<file path="config.mk">
export PLATFORM = sky130hd
export DESIGN_NAME = exeStage
export DESIGN_NICKNAME = d
export VERILOG_FILES = /design/src/mipsPkg.sv /design/src/leadingCounter.sv /design/src/alu.sv /design/src/aluDecoder.sv /design/src/mulDivUnit.sv /design/src/exeStage.sv
export SDC_FILE = /design/constraint.sdc
export NUM_CORES = 2
export LEC_CHECK = 0
export ABC_CLOCK_PERIOD_IN_PS = 19200
export BUFFER_PORTS_ARGS = -buffer_cell sky130_fd_sc_hd__clkbuf_2
export CORE_ASPECT_RATIO = 1.4
export CORE_MARGIN = 1
export CORE_UTILIZATION = 30
export DETAILED_ROUTE_END_ITERATION = 12
export GPL_TIMING_DRIVEN = 0
export PLACE_DENSITY = 0.45
export SLEW_MARGIN = 20
export SYNTH_ARGS = -nofsm -noshare
export SYNTH_HDL_FRONTEND = slang
export SYNTH_SLANG_ARGS = --single-unit
</file>
<file path="constraint.sdc">
create_clock -name clk -period 19.2 [get_ports clk]
set_clock_uncertainty 0.2 [all_clocks]
set_input_delay 0 -clock clk [delete_from_list [all_inputs] [get_ports clk]]
set_output_delay 0 -clock clk [all_outputs]
set_load 0.005 [all_outputs]
</file>
<file path="src/mipsPkg.sv">
package mipsPkg;

    localparam int WordWidth = 32;

    // One instruction word with two field layouts
    typedef union packed {
        struct packed {
            logic [5:0] opcode;
            logic [4:0] rs;
            logic [4:0] rt;
            logic [4:0] rd;
            logic [4:0] shamt;
            logic [5:0] funct;
        } rFields;
        struct packed {
            logic [5:0]  opcode;
            logic [4:0]  rs;
            logic [4:0]  rt;
            logic [15:0] imm;
        } iFields;
    } instrWord;

    localparam logic [5:0] OpSpecial  = 6'h00;
    localparam logic [5:0] OpSpecial2 = 6'h1C;
    localparam logic [5:0] OpAddi     = 6'h08;
    localparam logic [5:0] OpAddiu    = 6'h09;
    localparam logic [5:0] OpSlti     = 6'h0A;
    localparam logic [5:0] OpSltiu    = 6'h0B;
    localparam logic [5:0] OpAndi     = 6'h0C;
    localparam logic [5:0] OpOri      = 6'h0D;
    localparam logic [5:0] OpXori     = 6'h0E;
    localparam logic [5:0] OpLui      = 6'h0F;

    localparam logic [5:0] FnSll   = 6'h00;
    localparam logic [5:0] FnSrl   = 6'h02;
    localparam logic [5:0] FnSra   = 6'h03;
    localparam logic [5:0] FnSllv  = 6'h04;
    localparam logic [5:0] FnSrlv  = 6'h06;
    localparam logic [5:0] FnSrav  = 6'h07;
    localparam logic [5:0] FnMfhi  = 6'h10;
    localparam logic [5:0] FnMflo  = 6'h12;
    localparam logic [5:0] FnMultu = 6'h19;
    localparam logic [5:0] FnDivu  = 6'h1B;
    localparam logic [5:0] FnAdd   = 6'h20;
    localparam logic [5:0] FnAddu  = 6'h21;
    localparam logic [5:0] FnSub   = 6'h22;
    localparam logic [5:0] FnSubu  = 6'h23;
    localparam logic [5:0] FnAnd   = 6'h24;
    localparam logic [5:0] FnOr    = 6'h25;
    localparam logic [5:0] FnXor   = 6'h26;
    localparam logic [5:0] FnNor   = 6'h27;
    localparam logic [5:0] FnSlt   = 6'h2A;
    localparam logic [5:0] FnSltu  = 6'h2B;
    localparam logic [5:0] FnClz   = 6'h20; // SPECIAL2
    localparam logic [5:0] FnClo   = 6'h21; // SPECIAL2

    localparam logic [3:0] AluAdd   = 4'd0;
    localparam logic [3:0] AluSub   = 4'd1;
    localparam logic [3:0] AluAnd   = 4'd2;
    localparam logic [3:0] AluOr    = 4'd3;
    localparam logic [3:0] AluXor   = 4'd4;
    localparam logic [3:0] AluNor   = 4'd5;
    localparam logic [3:0] AluSll   = 4'd6;
    localparam logic [3:0] AluSra   = 4'd7;
    localparam logic [3:0] AluSrl   = 4'd8;
    localparam logic [3:0] AluLui   = 4'd9;
    localparam logic [3:0] AluLt    = 4'd10;
    localparam logic [3:0] AluLtu   = 4'd11;
    localparam logic [3:0] AluClo   = 4'd12;
    localparam logic [3:0] AluClz   = 4'd13;
    localparam logic [3:0] AluPassA = 4'd14;

    localparam logic [1:0] MdNone  = 2'd0;
    localparam logic [1:0] MdMultu = 2'd1;
    localparam logic [1:0] MdDivu  = 2'd2;

    localparam logic [1:0] RdNone = 2'd0; // HI/LO read select
    localparam logic [1:0] RdHi   = 2'd1;
    localparam logic [1:0] RdLo   = 2'd2;

    localparam logic [1:0] SrcBRt   = 2'd0;
    localparam logic [1:0] SrcBSext = 2'd1;
    localparam logic [1:0] SrcBZext = 2'd2;

    localparam int DivCycles = 32;

endpackage

</file>
<file path="src/leadingCounter.sv">
module leadingCounter
    import mipsPkg::*;
(
    input  logic [WordWidth-1:0] value,
    input  logic                 countOnes,
    output logic [5:0]           count
);
    logic [31:0] v;
    logic [15:0] val16;
    logic [7:0]  val8;
    logic [3:0]  val4;

    assign v = countOnes ? ~value : value; // Leading ones become leading zeros

    assign count[5] = (v == 32'b0);
    assign count[4] = (v[31:16] == 16'b0) & ~count[5];
    assign val16    = count[4] ? v[15:0] : v[31:16];
    assign count[3] = (val16[15:8] == 8'b0) & ~count[5];
    assign val8     = count[3] ? val16[7:0] : val16[15:8];
    assign count[2] = (val8[7:4] == 4'b0) & ~count[5];
    assign val4     = count[2] ? val8[3:0] : val8[7:4];
    assign count[1] = (val4[3:2] == 2'b0) & ~count[5];
    assign count[0] = count[1] ? (~val4[1] & ~count[5]) : (~val4[3] & ~count[5]);

endmodule

</file>
<file path="src/alu.sv">
module alu
    import mipsPkg::*;
(
    input  logic [WordWidth-1:0] srcA,
    input  logic [WordWidth-1:0] srcB,
    input  logic [3:0]           aluCtrl,
    input  logic                 ignoreOvf,
    output logic [WordWidth-1:0] aluRes,
    output logic                 ovf
);
    logic [WordWidth:0] addWide;
    logic [WordWidth:0] subWide;
    logic [5:0]         zeroCount;
    logic [5:0]         oneCount;
    logic               addOvf;
    logic               subOvf;

    // Sign-extended by one bit for overflow detection
    assign addWide = {srcA[WordWidth-1], srcA} + {srcB[WordWidth-1], srcB};
    assign subWide = {srcA[WordWidth-1], srcA} - {srcB[WordWidth-1], srcB};

    leadingCounter i_zeroCounter (
        .value     (srcA),
        .countOnes (1'b0),
        .count     (zeroCount)
    );

    leadingCounter i_oneCounter (
        .value     (srcA),
        .countOnes (1'b1),
        .count     (oneCount)
    );

    always_comb
    begin
        case (aluCtrl)
            AluAdd:  aluRes = addWide[WordWidth-1:0]; // Wrapped even on overflow
            AluSub:  aluRes = subWide[WordWidth-1:0];
            AluAnd:  aluRes = srcA & srcB;
            AluOr:   aluRes = srcA | srcB;
            AluXor:  aluRes = srcA ^ srcB;
            AluNor:  aluRes = ~(srcA | srcB);
            AluSll:  aluRes = srcB << srcA[4:0]; // Amount in A, value in B
            AluSra:  aluRes = $signed(srcB) >>> srcA[4:0];
            AluSrl:  aluRes = srcB >> srcA[4:0];
            AluLui:  aluRes = {srcB[15:0], 16'b0};
            AluLt:   aluRes = {{(WordWidth-1){1'b0}}, $signed(srcA) < $signed(srcB)};
            AluLtu:  aluRes = {{(WordWidth-1){1'b0}}, srcA < srcB};
            AluClo:  aluRes = {{(WordWidth-6){1'b0}}, oneCount};
            AluClz:  aluRes = {{(WordWidth-6){1'b0}}, zeroCount};
            default: aluRes = srcA;
        endcase
    end

    assign addOvf = (aluCtrl == AluAdd) && (addWide[WordWidth] != addWide[WordWidth-1]);
    assign subOvf = (aluCtrl == AluSub) && (subWide[WordWidth] != subWide[WordWidth-1]);
    assign ovf    = !ignoreOvf && (addOvf || subOvf);

endmodule

</file>
<file path="src/aluDecoder.sv">
module aluDecoder
    import mipsPkg::*;
(
    input  instrWord   instr,
    output logic [3:0] aluCtrl,
    output logic       srcASel,
    output logic [1:0] srcBSel,
    output logic       ignoreOvf,
    output logic [1:0] mdCmd,
    output logic [1:0] mdRead,
    output logic       illegal
);
    logic [5:0] opcode;
    logic [5:0] funct;
    logic       isSpecial;

    assign opcode    = instr.rFields.opcode;
    assign funct     = instr.rFields.funct;
    assign isSpecial = (opcode == OpSpecial);

    assign srcASel   = isSpecial && (funct inside {FnSll, FnSrl, FnSra}); // Shift by shamt
    assign ignoreOvf = (isSpecial && (funct inside {FnAddu, FnSubu})) || (opcode == OpAddiu);

    always_comb
    begin
        if (opcode inside {OpAndi, OpOri, OpXori})
            srcBSel = SrcBZext;
        else if (isSpecial || opcode == OpSpecial2)
            srcBSel = SrcBRt;
        else
            srcBSel = SrcBSext;
    end

    always_comb
    begin
        aluCtrl = AluPassA;
        mdCmd   = MdNone;
        mdRead  = RdNone;
        illegal = 1'b0;
        case (opcode)
            OpSpecial:
            begin
                case (funct)
                    FnSll, FnSllv:  aluCtrl = AluSll;
                    FnSrl, FnSrlv:  aluCtrl = AluSrl;
                    FnSra, FnSrav:  aluCtrl = AluSra;
                    FnMfhi:         mdRead  = RdHi;
                    FnMflo:         mdRead  = RdLo;
                    FnMultu:        mdCmd   = MdMultu;
                    FnDivu:         mdCmd   = MdDivu;
                    FnAdd, FnAddu:  aluCtrl = AluAdd;
                    FnSub, FnSubu:  aluCtrl = AluSub;
                    FnAnd:          aluCtrl = AluAnd;
                    FnOr:           aluCtrl = AluOr;
                    FnXor:          aluCtrl = AluXor;
                    FnNor:          aluCtrl = AluNor;
                    FnSlt:          aluCtrl = AluLt;
                    FnSltu:         aluCtrl = AluLtu;
                    default:        illegal = 1'b1;
                endcase
            end
            OpSpecial2:
            begin
                case (funct)
                    FnClz:   aluCtrl = AluClz;
                    FnClo:   aluCtrl = AluClo;
                    default: illegal = 1'b1;
                endcase
            end
            OpAddi, OpAddiu: aluCtrl = AluAdd;
            OpSlti:          aluCtrl = AluLt;
            OpSltiu:         aluCtrl = AluLtu;
            OpAndi:          aluCtrl = AluAnd;
            OpOri:           aluCtrl = AluOr;
            OpXori:          aluCtrl = AluXor;
            OpLui:           aluCtrl = AluLui; // Uses imm low half only
            default:         illegal = 1'b1;
        endcase
    end

endmodule

</file>
<file path="src/mulDivUnit.sv">
module mulDivUnit
    import mipsPkg::*;
(
    input  logic                 clk,
    input  logic                 rst,
    input  logic                 mdStart,
    input  logic [1:0]           mdCmd,
    input  logic [WordWidth-1:0] a,
    input  logic [WordWidth-1:0] b,
    output logic                 mdDone,
    output logic [WordWidth-1:0] hi,
    output logic [WordWidth-1:0] lo
);
    logic                 busy;
    logic [5:0]           divCount;
    logic [WordWidth-1:0] remReg;
    logic [WordWidth-1:0] quoReg;
    logic [WordWidth-1:0] divisorReg;
    logic [WordWidth-1:0] stepRem;
    logic [WordWidth-1:0] stepQuo;
    logic [WordWidth-1:0] stepDivisor;
    logic [WordWidth:0]   shifted;
    logic [WordWidth:0]   diff;
    logic                 fits;
    logic [WordWidth-1:0] nextRem;
    logic [WordWidth-1:0] nextQuo;
    logic                 divStart;

    assign divStart = mdStart && (mdCmd == MdDivu);

    // First step runs on the start cycle itself
    assign stepRem     = busy ? remReg : '0;
    assign stepQuo     = busy ? quoReg : a;
    assign stepDivisor = busy ? divisorReg : b;

    assign shifted = {stepRem, stepQuo[WordWidth-1]};
    assign diff    = shifted - {1'b0, stepDivisor};
    assign fits    = (shifted >= {1'b0, stepDivisor});
    assign nextRem = fits ? diff[WordWidth-1:0] : shifted[WordWidth-1:0];
    assign nextQuo = {stepQuo[WordWidth-2:0], fits};

    always_ff @(posedge clk)
    begin
        if (rst)
        begin
            busy     <= 1'b0;
            divCount <= '0;
            mdDone   <= 1'b0;
            hi       <= '0;
            lo       <= '0;
        end
        else
        begin
            mdDone <= 1'b0;
            if (mdStart && mdCmd == MdMultu)
            begin
                {hi, lo} <= {{WordWidth{1'b0}}, a} * {{WordWidth{1'b0}}, b};
                mdDone   <= 1'b1;
            end
            else if (divStart)
            begin
                busy     <= 1'b1;
                divCount <= 6'd1;
            end
            else if (busy)
            begin
                divCount <= divCount + 6'd1;
                if (divCount == 6'(DivCycles - 1)) // Last step
                begin
                    busy   <= 1'b0;
                    hi     <= nextRem;
                    lo     <= nextQuo;
                    mdDone <= 1'b1;
                end
            end
        end
    end

    always_ff @(posedge clk)
    begin
        if (divStart || busy)
        begin
            remReg <= nextRem;
            quoReg <= nextQuo;
        end
        if (divStart)
            divisorReg <= b;
    end

    // The stage must hold off new commands until the divide retires
    assert property (@(posedge clk) disable iff (rst) mdStart |-> !busy);

endmodule

</file>
<file path="src/exeStage.sv">
module exeStage
    import mipsPkg::*;
(
    input  logic                 clk,
    input  logic                 rst,
    input  logic                 inValid,
    output logic                 inReady,
    input  instrWord             instr,
    input  logic [WordWidth-1:0] rsVal,
    input  logic [WordWidth-1:0] rtVal,
    output logic                 outValid,
    input  logic                 outReady,
    output logic [WordWidth-1:0] result,
    output logic                 overflow,
    output logic                 illegal
);
    logic [3:0]           aluCtrl;
    logic                 srcASel;
    logic [1:0]           srcBSel;
    logic                 ignoreOvf;
    logic [1:0]           mdCmd;
    logic [1:0]           mdRead;
    logic                 decIllegal;
    logic [WordWidth-1:0] srcA;
    logic [WordWidth-1:0] srcB;
    logic [WordWidth-1:0] aluRes;
    logic                 aluOvf;
    logic [WordWidth-1:0] hi;
    logic [WordWidth-1:0] lo;
    logic [WordWidth-1:0] selRes;
    logic                 mdStart;
    logic                 mdDone;
    logic                 mdPending;
    logic                 accept;
    logic                 aluAccept;

    aluDecoder i_decoder (
        .instr     (instr),
        .aluCtrl   (aluCtrl),
        .srcASel   (srcASel),
        .srcBSel   (srcBSel),
        .ignoreOvf (ignoreOvf),
        .mdCmd     (mdCmd),
        .mdRead    (mdRead),
        .illegal   (decIllegal)
    );

    assign srcA = srcASel ? {{(WordWidth-5){1'b0}}, instr.rFields.shamt} : rsVal;

    always_comb
    begin
        case (srcBSel)
            SrcBSext: srcB = {{(WordWidth-16){instr.iFields.imm[15]}}, instr.iFields.imm};
            SrcBZext: srcB = {{(WordWidth-16){1'b0}}, instr.iFields.imm};
            default:  srcB = rtVal;
        endcase
    end

    alu i_alu (
        .srcA      (srcA),
        .srcB      (srcB),
        .aluCtrl   (aluCtrl),
        .ignoreOvf (ignoreOvf),
        .aluRes    (aluRes),
        .ovf       (aluOvf)
    );

    mulDivUnit i_mulDiv (
        .clk     (clk),
        .rst     (rst),
        .mdStart (mdStart),
        .mdCmd   (mdCmd),
        .a       (rsVal),
        .b       (rtVal),
        .mdDone  (mdDone),
        .hi      (hi),
        .lo      (lo)
    );

    assign inReady   = (!outValid || outReady) && !mdPending; // Drain and accept together
    assign accept    = inValid && inReady;
    assign mdStart   = accept && (mdCmd != MdNone);
    assign aluAccept = accept && (mdCmd == MdNone);

    always_comb
    begin
        case (mdRead)
            RdHi:    selRes = hi;
            RdLo:    selRes = lo;
            default: selRes = aluRes;
        endcase
    end

    always_ff @(posedge clk)
    begin
        if (rst)
        begin
            outValid  <= 1'b0;
            mdPending <= 1'b0;
        end
        else
        begin
            if (mdStart)
                mdPending <= 1'b1;
            else if (mdDone)
                mdPending <= 1'b0;
            if (aluAccept || mdDone)
                outValid <= 1'b1;
            else if (outReady)
                outValid <= 1'b0;
        end
    end

    always_ff @(posedge clk)
    begin
        if (mdDone) // MULTU/DIVU retire with an empty result
        begin
            result   <= '0;
            overflow <= 1'b0;
            illegal  <= 1'b0;
        end
        else if (aluAccept)
        begin
            result   <= selRes;
            overflow <= aluOvf;
            illegal  <= decIllegal;
        end
    end

    assert property (@(posedge clk) disable iff (rst)
        outValid && !outReady |=> outValid && $stable(result) && $stable(overflow)
            && $stable(illegal));

endmodule

</file>
# Word-level counts from Yosys, hierarchy flattened
# Index checks and enable logic that the tools add are counted.
[totals]
in_bits = 100
out_inout_bits = 36
word_cells = 201
regBits = 204
[classes]
eq_ne = 51
order_cmp = 3
bitwise = 24
addsub = 4
mux = 49
mul = 1
n_reduce_logical = 53
shift = 3
[op_table]
columns = ["cell", "n"]
rows = [
  ["32-bit one-hot mux with 14 select lines", 1],
  ["32-bit 2-to-1 mux", 13],
  ["32-bit one-hot mux with 2 select lines", 2],
  ["32-bit zero test", 2],
  ["32-bit less-than comparator", 2],
  ["32-bit by 32-bit multiplier with 64-bit output", 1],
  ["32-bit inverter", 2],
  ["6-bit equality test (second input constant)", 10],
  ["6-bit by 4-bit equality test with 1-bit output (second input constant)", 8],
  ["4-bit one-hot mux with 11 select lines", 1],
  ["6-bit by 5-bit equality test with 1-bit output (second input constant)", 6],
  ["4-bit one-hot mux with 9 select lines", 1],
  ["32-bit by 32-bit adder with 33-bit output", 1],
  ["33-bit by 32-bit >= comparator with 1-bit output", 1],
  ["32-bit by 32-bit subtractor with 33-bit output", 1],
  ["32-bit AND", 1],
  ["16-bit zero test", 2],
  ["16-bit 2-to-1 mux", 2],
  ["32-bit OR", 1],
  ["32-bit by 5-bit << shifter with 32-bit output", 1],
  ["32-bit by 5-bit right shift with 32-bit output", 1],
  ["32-bit by 5-bit >>> shifter with 32-bit output", 1],
  ["32-bit subtractor", 1],
  ["32-bit XOR", 1],
  ["34 further kinds", 125],
]

# Longest topological paths before layout
[depth]
depth_word = 20
mapped_depth = 32
depth_no_buf = 29

# Modules after synthesis
# From an unflattened synthesis, not the netlist that was laid out.
[unflattened]
cells_unflattened = 6637
area_unflattened_um2 = 57153.6
[by_module_without_submodules]
columns = ["mod", "cells_each", "instances", "seq_area_each_um2", "area_each_um2"]
rows = [
  ["mulDivUnit", 4565, 1, 4324.1, 42375.6],
  ["alu", 1410, 1, 0.0, 9512.9],
  ["exeStage", 309, 1, 720.7, 2716.4],
  ["leadingCounter", 137, 2, 0.0, 1012.2],
  ["aluDecoder", 79, 1, 0.0, 524.3],
]

# Least setup slack after synthesis
# No wires, ideal clock.
[synth_path]
path_kind = "input to register"
start = "input rsVal[19]"
end = "register i_mulDiv.hi[25]"
path_buffers = 2
arrival_ns = 7.184
setup_ns = 0.139
required_time_ns = 18.861
path_stages = 28
slack_ns = 11.677
path_cell_list = "clkbuf_1 clkbuf_1 nand2_1 fa_1 inv_1 fa_1 inv_1 fa_1 inv_1 fa_1 inv_1 fa_1 fa_1 fa_1 fa_1 inv_1 ha_1 a21o_1 a21o_1 a2111oi_0 o2111a_1 o31a_1 o41a_1 o31ai_1 nor2b_1 a311oi_1 xor2_1 o32ai_1"
[synth_via]
elab_chain_cells = 2
[synth_lines]
columns = ["item", "line", "text"]
rows = [
  ["from (decl)", "exeStage.sv:9", "input logic [WordWidth-1:0] rsVal,"],
  ["32-bit by 32-bit multiplier with 64-bit output", "mulDivUnit.sv:57", "{hi, lo} <= {{WordWidth{1'b0}}, a} * {{WordWidth{1'b0}}, b};"],
  ["32-bit 2-to-1 mux", "mulDivUnit.sv:55", "if (mdStart && mdCmd == MdMultu)"],
  ["to (signal assigned)", "mulDivUnit.sv:57", ""],
  ["to (signal assigned)", "mulDivUnit.sv:71", "hi <= nextRem;"],
  ["to (decl)", "mulDivUnit.sv:11", "output logic [WordWidth-1:0] hi,"],
]
# No other way between the ends.
# A chain may end at the register's enable or synchronous reset.

# Worst setup path in the final report
[layout_path]
start = "input rtVal[20]"
end = "register i_mulDiv.hi[29]"
[layout_via]
elab_chain_cells = 7
elab_cells_between_ends = 9
classes_between = "add/sub (1); mul (1); order compare (1); mux (6)"
[layout_lines]
columns = ["item", "line", "text"]
rows = [
  ["from (decl)", "exeStage.sv:10", "input logic [WordWidth-1:0] rtVal,"],
  ["parallel branches: the longest is 6 deep, another holds 32-bit by 32-bit multiplier with 64-bit output", "n/a", ""],
  ["32-bit 2-to-1 mux (*)", "mulDivUnit.sv:55", ""],
]
# Mark *: on every way between the ends. The select of a mux whose other input is x is not followed.

==> results.md <==
* Netlist cell types at 102
* Global-route wire length before repair at 488000 um
* DRC at 0
* Via count of the first global-routing pass at 55.0k
* Clk buf depth at 3
* Post-CTS Repair Setup Buffers at 0
* Clk root buf: clkbuf_16
* Wl on met1 at 123000 um
* CP bufs+invs at 8
* Max frequency at 92.6 MHz
* Initial antenna violation count at 52
* Final GP Congestion at 1.05
* EDFF count, synth at 96
* Layout area overhead at 10.5%
* CTS clk-pin slew, worst paths at 60 ps
* Data required, critical path at 19480 ps
* Max Cap Viol at 0
* Largest net degree at the start of global routing at 39
* Main synth FF type: dfxtp_1
* Synth area leader: fa_1
* Final count of pins violating max slew at 0
* CP Capture Type: register
* Synth Cell Area at 55100 um2
* Multi-input gate area at 44600 um2
* CP delay by family, top: adder cells
* Hold Path Class: in2reg
* FILL cells at 19.7k
* GR Util All Layers at 39.6%
* Drt initial violations at 4690
* Met3 wire len at 20200 um
* DR WL/cell at 39.9 um
* CTS tree: yes
* Htree depth at 1
* Slew margin rel. at 10.2%
* CP most frequent cell: fa_1
* DR vias at 52.6k
* Sink Count at 204
* Post-Syn Instances at 6592
* Post-synthesis register bit count at 204
* Tightest Pin Transition at 1340 ps
* Area share of the leading cell type in the synthesized netlist at 32.7%
* Worst setup SP type: input port
* Final hold violations at 0
* Seq. cell area at 5040 um2
* # IOs at 136
* Die Wd at 364 um
* Pre-CTS setup slack at 8590 ps
* Antenna Nets Post-Route at 0
* Clk_lat worst skew at 630 ps
* Period minus WS final at 10800 ps
* Syn Area/Cell at 8.36 um2
* Hold Slack at 10.7 ps
* DR vias/cell at 5.67
* Status: completed
* Data arrival, critical path at 11080 ps
* Post-synth top cells: 1007 x inv_1, 899 x fa_1, 737 x nand2_1
* Final WL at 370000 um
* Die H at 509 um
* Row cnt at 185
* Post-synthesis async set-or-reset flop share at 0%
* WL met2 at 180000 um
* Share of cells above drive strength 1 at 6.67%
* Final setup vio count at 0
* Core area at 182000 um2
* RSZ-0062 raised after global routing: no
* CTS Buf Count at 29
* Final Cycle Share at 56.3%
* Max stage delay on crit path at 1010 ps
* Core Util, Final at 33.5%
* Synth top area cells: fa_1 33%, ha_1 9.0%, and2_1 7.0%
* Net Count, Synth at 7986
* Critical path fanouts, max at 10
* Slowest stage cell, crit path: clkbuf_1
* DRT Pass-1 Iters at 7
* Setup ws final at 8400 ps
* Hold-fix buffers at CTS at 53
* Most common cell in the synthesized netlist: inv_1
* R2R setup slack at 10930 ps
* Post-cts sizing count at 0
* Warnings, synthesis at 0
* Seq/Total Area, Yosys at 9.15%
* Starting Density at 30.3%
* Grt ovf at 0
* I/O Buffers at 94
* Kind of critical path: in2reg
* Die Footprint at 185000 um2
* Max Used Layer: met5
* Setup TNS at 0 ps
* DP HPWL at 306000 um
* Layout net count at 8194
-- worst reg2reg max path, delay by kind of cell (launching register included) --
family                     cells  cell delay, ps
adders and majority gates      1             380
DFF                            1             310
AOI/OAI and AO/OA              9            2840
buffers and inverters          6            3610
muxes                          2             790
-- worst paths after layout --
path                                    from                           end  depth (start not counted)
hold reg to reg       result[7]$_SDFFE_PP0P_        result[7]$_SDFFE_PP0P_                          2
setup / recovery                   rtVal[20]  i_mulDiv.hi[29]$_SDFFE_PP0P_                         29
hold / removal                      rsVal[0]   i_mulDiv.lo[0]$_SDFFE_PP0P_                          3
setup reg to reg  i_mulDiv.busy$_SDFFE_PP0N_  i_mulDiv.hi[20]$_SDFFE_PP0P_                         18
-- flip-flops by register name, indices dropped and copies added (netlist names) --
name and cells:
i_mulDiv.quoReg 32, i_mulDiv.divisorReg 32, i_mulDiv.hi 32, i_mulDiv.divCount 6, overflow 1, result 32, illegal 1, mdPending 1
outValid 1, i_mulDiv.lo 32, i_mulDiv.busy 1, i_mulDiv.mdDone 1, i_mulDiv.remReg 32
-- final cells by class --
cell class | count | area share, %
Clock inverter | 16 | 0.207
Clock buffer | 38 | 1.35
Multi-Input combinational cell | 4906 | 73.3
Tap cell | 2431 | 4.99
Inverter | 1011 | 6.24
Sequential cell | 204 | 8.28
Antenna cell | 29 | 0.119
Buffer | 471 | 3.20
Timing Repair Buffer | 177 | 2.32
-- cells by family after synthesis --
family | synth area share [%]
AND/OR/NAND/NOR | 18.6
multiplexers | 4.38
XOR/XNOR | 1.76
adder cells (fa/ha/maj) | 41.6
flip-flops | 9.15
buffers and inverters | 10.3
AO/OA/AOI/OAI | 14.2
-- metal layers --
metal  track usage, %  up-vias
met3             5.43     1052
li1                 -    21800
met2             68.2     2686
met4             41.3        8
met1             40.0    27000
met5                0        -
-- per-stage QoR --
stage / instance area (um2) / std cells
after floorplan: 55100 / 6592
after global placement: 58600 / 9117
after detailed placement: 59300 / 9147
after CTS: 60800 / 9254
after global routing: 60800 / 9256
final: 60900 / 9283
-- layout by cell type (no fill, tap or decap), types with 17 or more instances in the layout --
master and n:
xor2_1 35, nand3_1 66, a221oi_1 33, nand2_1 737
dlygate4sd3_1 53, clkbuf_16 30, o32ai_1 19, nor2_1 382
mux2_2 60, a2111oi_0 20, o22ai_1 36, nand2b_1 43
dfxtp_1 108, buf_1 26, a21oi_1 304, a22oi_1 31
buf_2 47, o211ai_1 64, inv_1 1006, diode_2 29
mux2i_1 151, clkbuf_1 332, ha_1 395, a21o_1 80
clkbuf_2 158, and3_1 24, nand4_1 32, a211oi_1 83
nor2b_1 23, fa_1 899, nor4_1 17, edfxtp_1 96
and2_1 614, o21ai_0 208, o21a_1 30, a31oi_1 42
o21bai_1 22, xnor2_1 76, nor3_1 80
Power is left out: the tool's default activity adds up to more than one toggle a clock period on the data nets, which glitch-free logic cannot reach.
